### src/logic/lsu_pkg.sv
`default_nettype none

package lsu_pkg;

  // core side widths
  localparam int ADDR_W = 32;
  localparam int XLEN   = 32;

  // memory bus widths
  localparam int BUS_W  = 64;
  localparam int STRB_W = BUS_W / 8;

  // ram depth in bus words, 512 bytes total
  localparam int MEM_WORDS = 64;
  // word index taken from address bits 8..3
  localparam int MEM_IDX_W = $clog2(MEM_WORDS);

  // axi size field encodings
  localparam logic [2:0] AXI_SIZE_B = 3'd0;
  localparam logic [2:0] AXI_SIZE_H = 3'd1;
  localparam logic [2:0] AXI_SIZE_W = 3'd2;

  // load opcodes
  // signed and unsigned variants for byte and halfword
  typedef enum logic [2:0] {
    LD_BS,
    LD_BU,
    LD_HS,
    LD_HU,
    LD_W
  } ld_op_e;

  // store opcodes
  typedef enum logic [1:0] {
    ST_B,
    ST_H,
    ST_W
  } st_op_e;

endpackage

`default_nettype wire
### src/logic/axi_if.sv
`timescale 1ns/10ps
`default_nettype none

interface axi_if;
  import lsu_pkg::*;

  // read address
  logic              arvalid;
  logic              arready;
  logic [ADDR_W-1:0] araddr;
  logic [2:0]        arsize;

  // read data
  logic              rvalid;
  logic              rready;
  logic [BUS_W-1:0]  rdata;

  // write address
  logic              awvalid;
  logic              awready;
  logic [ADDR_W-1:0] awaddr;
  logic [2:0]        awsize;

  // write data, always a single beat
  logic              wvalid;
  logic              wready;
  logic [BUS_W-1:0]  wdata;
  logic [STRB_W-1:0] wstrb;
  logic              wlast;

  // write response
  logic              bvalid;
  logic              bready;

  modport master (
    output arvalid, araddr, arsize, input arready,
    input  rvalid, rdata, output rready,
    output awvalid, awaddr, awsize, input awready,
    output wvalid, wdata, wstrb, wlast, input wready,
    input  bvalid, output bready
  );

  modport slave (
    input  arvalid, araddr, arsize, output arready,
    output rvalid, rdata, input rready,
    input  awvalid, awaddr, awsize, output awready,
    input  wvalid, wdata, wstrb, wlast, output wready,
    output bvalid, input bready
  );

endinterface

`default_nettype wire

### src/logic/decouple_if.sv
`timescale 1ns/10ps
`default_nettype none

interface decouple_if;

  // producer drives valid, consumer drives ready
  logic valid;
  logic ready;

  // consumer side
  modport in (
    input  valid,
    output ready
  );

  // producer side
  modport out (
    output valid,
    input  ready
  );

endinterface

`default_nettype wire

### src/logic/lsu.sv
`timescale 1ns/10ps
`default_nettype none

module lsu (
  input  logic                       clk,
  input  logic                       rstn,

  // load request and response
  input  logic [lsu_pkg::ADDR_W-1:0] raddr,
  input  lsu_pkg::ld_op_e            rfunc,
  decouple_if.in                     rreq,
  output logic [lsu_pkg::XLEN-1:0]   rdata,
  decouple_if.out                    rres,

  // store request and response
  input  lsu_pkg::st_op_e            wfunc,
  input  logic [lsu_pkg::ADDR_W-1:0] waddr,
  input  logic [lsu_pkg::XLEN-1:0]   wdata,
  decouple_if.in                     wreq,
  decouple_if.out                    wres,

  // memory side
  axi_if.master                      mem
);
  import lsu_pkg::*;

  // opcode and byte offset of the load in flight
  ld_op_e           rfunc_q;
  logic [2:0]       roff_q;
  logic [BUS_W-1:0] rbeat_shifted;

  // set while that write channel is still to be sent
  logic              aw_pend;
  logic              w_pend;
  logic [STRB_W-1:0] wmask;

  // low address bits that must be zero for a given axi size
  function automatic logic misaligned(input logic [2:0] addr, input logic [2:0] size);
    logic [2:0] lo_mask;
    lo_mask = (3'd1 << size) - 3'd1;
    return (addr & lo_mask) != 3'd0;
  endfunction

  // load request goes straight out on AR
  assign mem.arvalid = rreq.valid;
  assign mem.araddr  = raddr;
  assign rreq.ready  = mem.arready;

  always_comb begin
    case (rfunc)
      LD_BS, LD_BU: mem.arsize = AXI_SIZE_B;
      LD_HS, LD_HU: mem.arsize = AXI_SIZE_H;
      default:      mem.arsize = AXI_SIZE_W;
    endcase
  end

  always_ff @(posedge clk) begin
    if (rreq.valid && rreq.ready) begin
      rfunc_q <= rfunc;
      roff_q  <= raddr[2:0];
    end
  end

  // bring the addressed byte down to lane 0
  assign rbeat_shifted = mem.rdata >> {roff_q, 3'b000};

  always_comb begin
    case (rfunc_q)
      LD_BS:   rdata = {{24{rbeat_shifted[7]}}, rbeat_shifted[7:0]};
      LD_BU:   rdata = {24'b0, rbeat_shifted[7:0]};
      LD_HS:   rdata = {{16{rbeat_shifted[15]}}, rbeat_shifted[15:0]};
      LD_HU:   rdata = {16'b0, rbeat_shifted[15:0]};
      default: rdata = rbeat_shifted[XLEN-1:0];
    endcase
  end

  // response errors are never reported by the ram
  assign rres.valid = mem.rvalid;
  assign mem.rready = rres.ready;

  // store size and byte mask before lane shift
  always_comb begin
    case (wfunc)
      ST_H: begin
        mem.awsize = AXI_SIZE_H;
        wmask      = STRB_W'(8'b0000_0011);
      end
      ST_W: begin
        mem.awsize = AXI_SIZE_W;
        wmask      = STRB_W'(8'b0000_1111);
      end
      default: begin
        mem.awsize = AXI_SIZE_B;
        wmask      = STRB_W'(8'b0000_0001);
      end
    endcase
  end

  assign mem.awaddr = waddr;
  assign mem.wdata  = {{(BUS_W-XLEN){1'b0}}, wdata} << {waddr[2:0], 3'b000};
  assign mem.wstrb  = wmask << waddr[2:0];
  assign mem.wlast  = 1'b1;

  // each channel presented once per store
  assign mem.awvalid = wreq.valid & aw_pend;
  assign mem.wvalid  = wreq.valid & w_pend;

  // accept only in the cycle the last outstanding channel completes
  assign wreq.ready = (aw_pend | w_pend)
                    & (mem.awready | ~aw_pend)
                    & (mem.wready | ~w_pend);

  always_ff @(posedge clk) begin
    if (!rstn) begin
      aw_pend <= 1'b1;
      w_pend  <= 1'b1;
    end else if (mem.bvalid && mem.bready) begin
      // re-arm for the next store
      aw_pend <= 1'b1;
      w_pend  <= 1'b1;
    end else begin
      if (mem.awvalid && mem.awready) begin
        aw_pend <= 1'b0;
      end
      if (mem.wvalid && mem.wready) begin
        w_pend <= 1'b0;
      end
    end
  end

  assign wres.valid = mem.bvalid;
  assign mem.bready = wres.ready;

  // misaligned accesses are never split
  a_ld_aligned: assert property (@(posedge clk) disable iff (!rstn)
    mem.arvalid |-> !misaligned(mem.araddr[2:0], mem.arsize))
    else $error("misaligned load at %h", mem.araddr);

  a_st_aligned: assert property (@(posedge clk) disable iff (!rstn)
    mem.awvalid |-> !misaligned(mem.awaddr[2:0], mem.awsize))
    else $error("misaligned store at %h", mem.awaddr);

  // strobe is nonzero and covers exactly the bytes of the store size
  a_wstrb_set: assert property (@(posedge clk) disable iff (!rstn)
    mem.wvalid |-> $countones(mem.wstrb) == (1 << mem.awsize))
    else $error("write strobe %h does not fit size %0d", mem.wstrb, mem.awsize);

endmodule

`default_nettype wire

### src/flat_wrapper.sv
// flat-port wrapper written by rule: the top's interface ports become plain ports
module lsu_flat import lsu_pkg::*;
  (clk, rstn, raddr, rfunc, rdata, wfunc, waddr, wdata, rreq_valid, rreq_ready, rres_valid, rres_ready, wreq_valid, wreq_ready, wres_valid, wres_ready, mem_arvalid, mem_araddr, mem_arsize, mem_arready, mem_rvalid, mem_rdata, mem_rready, mem_awvalid, mem_awaddr, mem_awsize, mem_awready, mem_wvalid, mem_wdata, mem_wstrb, mem_wlast, mem_wready, mem_bvalid, mem_bready);
  decouple_if rreq_i ();
  decouple_if rres_i ();
  decouple_if wreq_i ();
  decouple_if wres_i ();
  axi_if mem_i ();
  input  logic clk;
  input  logic rstn;
  input  logic [lsu_pkg::ADDR_W-1:0] raddr;
  input  lsu_pkg::ld_op_e rfunc;
  output logic [lsu_pkg::XLEN-1:0] rdata;
  input  lsu_pkg::st_op_e wfunc;
  input  logic [lsu_pkg::ADDR_W-1:0] waddr;
  input  logic [lsu_pkg::XLEN-1:0] wdata;
  input wire logic [$bits(rreq_i.valid)-1:0] rreq_valid;
  output wire logic [$bits(rreq_i.ready)-1:0] rreq_ready;
  output wire logic [$bits(rres_i.valid)-1:0] rres_valid;
  input wire logic [$bits(rres_i.ready)-1:0] rres_ready;
  input wire logic [$bits(wreq_i.valid)-1:0] wreq_valid;
  output wire logic [$bits(wreq_i.ready)-1:0] wreq_ready;
  output wire logic [$bits(wres_i.valid)-1:0] wres_valid;
  input wire logic [$bits(wres_i.ready)-1:0] wres_ready;
  output wire logic [$bits(mem_i.arvalid)-1:0] mem_arvalid;
  output wire logic [$bits(mem_i.araddr)-1:0] mem_araddr;
  output wire logic [$bits(mem_i.arsize)-1:0] mem_arsize;
  input wire logic [$bits(mem_i.arready)-1:0] mem_arready;
  input wire logic [$bits(mem_i.rvalid)-1:0] mem_rvalid;
  input wire logic [$bits(mem_i.rdata)-1:0] mem_rdata;
  output wire logic [$bits(mem_i.rready)-1:0] mem_rready;
  output wire logic [$bits(mem_i.awvalid)-1:0] mem_awvalid;
  output wire logic [$bits(mem_i.awaddr)-1:0] mem_awaddr;
  output wire logic [$bits(mem_i.awsize)-1:0] mem_awsize;
  input wire logic [$bits(mem_i.awready)-1:0] mem_awready;
  output wire logic [$bits(mem_i.wvalid)-1:0] mem_wvalid;
  output wire logic [$bits(mem_i.wdata)-1:0] mem_wdata;
  output wire logic [$bits(mem_i.wstrb)-1:0] mem_wstrb;
  output wire logic [$bits(mem_i.wlast)-1:0] mem_wlast;
  input wire logic [$bits(mem_i.wready)-1:0] mem_wready;
  input wire logic [$bits(mem_i.bvalid)-1:0] mem_bvalid;
  output wire logic [$bits(mem_i.bready)-1:0] mem_bready;
  assign rreq_i.valid = rreq_valid;
  assign rreq_ready = rreq_i.ready;
  assign rres_valid = rres_i.valid;
  assign rres_i.ready = rres_ready;
  assign wreq_i.valid = wreq_valid;
  assign wreq_ready = wreq_i.ready;
  assign wres_valid = wres_i.valid;
  assign wres_i.ready = wres_ready;
  assign mem_arvalid = mem_i.arvalid;
  assign mem_araddr = mem_i.araddr;
  assign mem_arsize = mem_i.arsize;
  assign mem_i.arready = mem_arready;
  assign mem_i.rvalid = mem_rvalid;
  assign mem_i.rdata = mem_rdata;
  assign mem_rready = mem_i.rready;
  assign mem_awvalid = mem_i.awvalid;
  assign mem_awaddr = mem_i.awaddr;
  assign mem_awsize = mem_i.awsize;
  assign mem_i.awready = mem_awready;
  assign mem_wvalid = mem_i.wvalid;
  assign mem_wdata = mem_i.wdata;
  assign mem_wstrb = mem_i.wstrb;
  assign mem_wlast = mem_i.wlast;
  assign mem_i.wready = mem_wready;
  assign mem_i.bvalid = mem_bvalid;
  assign mem_bready = mem_i.bready;
  lsu u_core (.clk(clk), .rstn(rstn), .raddr(raddr), .rfunc(rfunc), .rreq(rreq_i), .rdata(rdata), .rres(rres_i), .wfunc(wfunc), .waddr(waddr), .wdata(wdata), .wreq(wreq_i), .wres(wres_i), .mem(mem_i));
endmodule
### config.mk
export PLATFORM = sky130hd
export DESIGN_NAME = lsu_flat
export DESIGN_NICKNAME = d
export VERILOG_FILES = /design/src/logic/lsu_pkg.sv /design/src/logic/axi_if.sv /design/src/logic/decouple_if.sv /design/src/logic/lsu.sv /design/src/flat_wrapper.sv
export SDC_FILE = /design/constraint.sdc
export NUM_CORES = 1
export LEC_CHECK = 0
export ABC_AREA = 0
export CORE_AREA = 2 2 139 141
export DETAILED_ROUTE_END_ITERATION = 8
export DIE_AREA = 0 0 141 143
export DONT_BUFFER_PORTS = 1
export PLACE_DENSITY = 0.38
export SLEW_MARGIN = 20
export SYNTH_ARGS = -nofsm -noshare
export SYNTH_HDL_FRONTEND = slang
export SYNTH_SLANG_ARGS = --single-unit
### constraint.sdc
create_clock -name clk -period 7.3 [get_ports clk]
set_input_delay 2.19 -clock clk [delete_from_list [all_inputs] [get_ports clk]]
set_output_delay 2.19 -clock clk [all_outputs]
set_load 0.01 [all_outputs]
==> flow_summary.json <==
{
  "outcome": "finished clean",
  "place_congestion": 0.932,
  "finalHoldViolCount": 0,
  "hold_class": "flop to flop",
  "grt_max_degree": 50,
  "num_io_pins": 360,
  "synth_edf_count": 6,
  "tns_ns": 0,
  "worst_ep_arrival_time_ns": 3.98,
  "netlist.area_leader.share": 0.145,
  "wl_per_cell_um": 25.3,
  "worst-path-buf-inv": 1,
  "p_per_area_mw_per_mm2": 113,
  "core_area_mm2": 0.0186,
  "slew_headroom": 0.334,
  "ctsHoldBuffers": 0,
  "detail_route.vias_per_cell": 5.48,
  "synthCells": 465,
  "yosysTopAreaCell": "buf_4",
  "dieHeight_um": 143,
  "clkSinkCount": 8,
  "drc": 0,
  "antenna_left": 0,
  "clockRootBuffer": "clkbuf_16",
  "grt_pass1_vias": 3353,
  "drt_pass1_iterations": 5,
  "antenna_found_initial": 0,
  "ys_seq_elements": 8,
  "grt_pass1_wl_um": 21300,
  "skew_ns": 0,
  "worstMarginPinSlew_ns": 0.998,
  "critPathKind": "input pin to output pin",
  "syn2layout_area_growth_pct": -11.2,
  "final_layout_size_suffix_gt1_frac": 0.169,
  "ir_worst_vdd_v": 0.000106,
  "wl_um": 15000,
  "fin_crit_ns": 6.17,
  "setup_ws_ns": 1.13,
  "r2r_slack_ns": 6.71,
  "dr_total_vias": 3259,
  "design_area_mm2": 0.00339,
  "avgSynthCellArea_um2": 8.21,
  "netlist-cell-type-count": 54,
  "fin_crit_sh": 0.845,
  "clockBufferDepth": 2,
  "clkSlewWorstSetupHoldPaths_ns": 0.04,
  "cpPeakStageDelay_ns": 0.63,
  "crit_required_ns": 5.11,
  "critPathSlowestCell": "nand2_1",
  "async_reset_ff_frac": 0,
  "cts_tree": "done",
  "critPathMaxFanout": 34,
  "report.final.setup_viol": 0,
  "die_area_mm2": 0.0202,
  "yosys_warnings": 0,
  "nNetsFinal": 540,
  "die_x_um": 141,
  "n_antenna_cell": 0,
  "start_util": 0.206,
  "clkLatencyLatePin_ns": 0.23,
  "htree_num_levels": 1,
  "ctsResizeCount": 0,
  "io_buffers": 0,
  "rsz0062_at_grt": "false",
  "critPathLaunchType": "input pin",
  "fmax_ghz": 0.162,
  "fin_hold_ws_ns": 0.512,
  "drtIter0Drc": 161,
  "synthTopCellsByArea": "buf_4 15%, mux2i_1 12%, mux4_2 9.4%",
  "hpwl_um": 11900,
  "path_cells": "clkinv_1 > nand2_1 > nor2_1 > and2_1",
  "setup.worst_path.end_class": "output pin",
  "ys_seq_area_frac": 0.0576,
  "postCtsSetupBuffers": 0,
  "maxCapViolCount": 0,
  "dpl-instance-area_mm2": 0.00331,
  "finalMaxSlewViolations": 0,
  "numCtsBuffers": 3,
  "cp_top_family": "simple AND/OR/NAND/NOR gates",
  "grt_use_total": 0.138,
  "synth_area_mm2": 0.00382,
  "place_ws_ns": 1.11,
  "overflow": 0,
  "synthFlopType": "edfxtp_1",
  "num_rows": 50,
  "p_leak_nw": 1.26
}
layout make-up:
class	count	area (um2)
clock buffers	4	78.8
fillers	2080	15200
inverters	9	33.8
multi-input cells	336	2740
flip-flops and latches	8	220
well taps	234	293
repair buffers	4	30.0
power breakdown:
part	switching [W]	leakage, nW	internal [W]
sequential	0.00000718	0.0728	0.0000525
combinational	0.000134	1.15	0.0000914
clock	0.0000233	0.0382	0.0000730
total	0.000165	1.26	0.000217
cell usage in the layout, fill, tap and decap left out, types with 8 or more instances in the layout:
master,count
a211oi_1,10
a21oi_1,9
a22o_1,11
and2_1,14
inv_1,8
mux2_2,18
mux2i_1,46
mux4_1,8
mux4_2,16
nand2_1,43
nand3_1,9
nor2_1,48
o21ai_0,28
o22ai_1,10
o2bb2ai_1,14
layer usage:
| metal | vias to the layer above | wire length [um] | global-route usage |
|---|---|---|---|
| li1 | 1428 | - | - |
| met3 | 44 | 1520 | 0.0446 |
| met2 | 232 | 7400 | 0.241 |
| met4 | 0 | 469 | 0.0532 |
| met1 | 1555 | 5640 | 0.157 |
| met5 | - | 0 | 0 |
cell usage after synthesis (2+ instances only):
cell,instances
edfxtp_1,6
a21oi_1,9
mux2i_1,46
buf_4,74
nand2b_1,2
nand2_1,43
o21ai_0,28
a21o_1,2
a22o_1,11
nor2b_1,3
inv_1,8
buf_6,3
and2_1,14
buf_2,8
nor3_1,3
buf_12,3
mux2_2,18
o2bb2ai_1,14
dfxtp_1,2
clkbuf_1,18
nor2_1,48
mux4_2,16
a32oi_1,5
conb_1,2
mux4_1,8
and2_2,6
o211ai_1,6
nand3_1,9
ha_1,2
o22ai_1,10
a211oi_1,10
a22o_2,3
clkbuf_8,4
worst paths after layout:
path / depth (start not counted) / end / start
hold reg to reg: 1 / u_core.aw_pend / u_core.aw_pend
setup / recovery: 4 / mem_wdata[1] / waddr[2]
hold / removal: 1 / u_core.aw_pend / u_core.aw_pend
setup reg to reg: 1 / u_core.w_pend / u_core.w_pend
flip-flops by register name, summed over array words and instances, names as in the netlist:
signal,cells
u_core.aw_pend,1
u_core.rfunc_q,3
u_core.roff_q,3
u_core.w_pend,1
metrics by stage:
step | total power, W | std cells | utilization
after floorplan | 0.000301 | 466 | -
after global placement | 0.000286 | 591 | 0.178
after detailed placement | 0.000288 | 591 | 0.178
after CTS | 0.000386 | 595 | 0.182
after global routing | 0.000407 | 595 | 0.182
final | 0.000382 | 595 | 0.182
logic make-up (layout without fill, tap and decap cells):
kind of cell             after synthesis  after routing  synth area share
AND/OR/NAND/NOR                      134            134             0.167
buffers and inverters                122             17             0.229
multiplexers                          90             90             0.333
AO/OA/AOI/OAI                        107            107             0.206
adder cells (fa/ha/maj)                2              2           0.00655
flip-flops                             8              8            0.0576
other                                  2              3           0.00197
(Power assumes the default switching activity.)
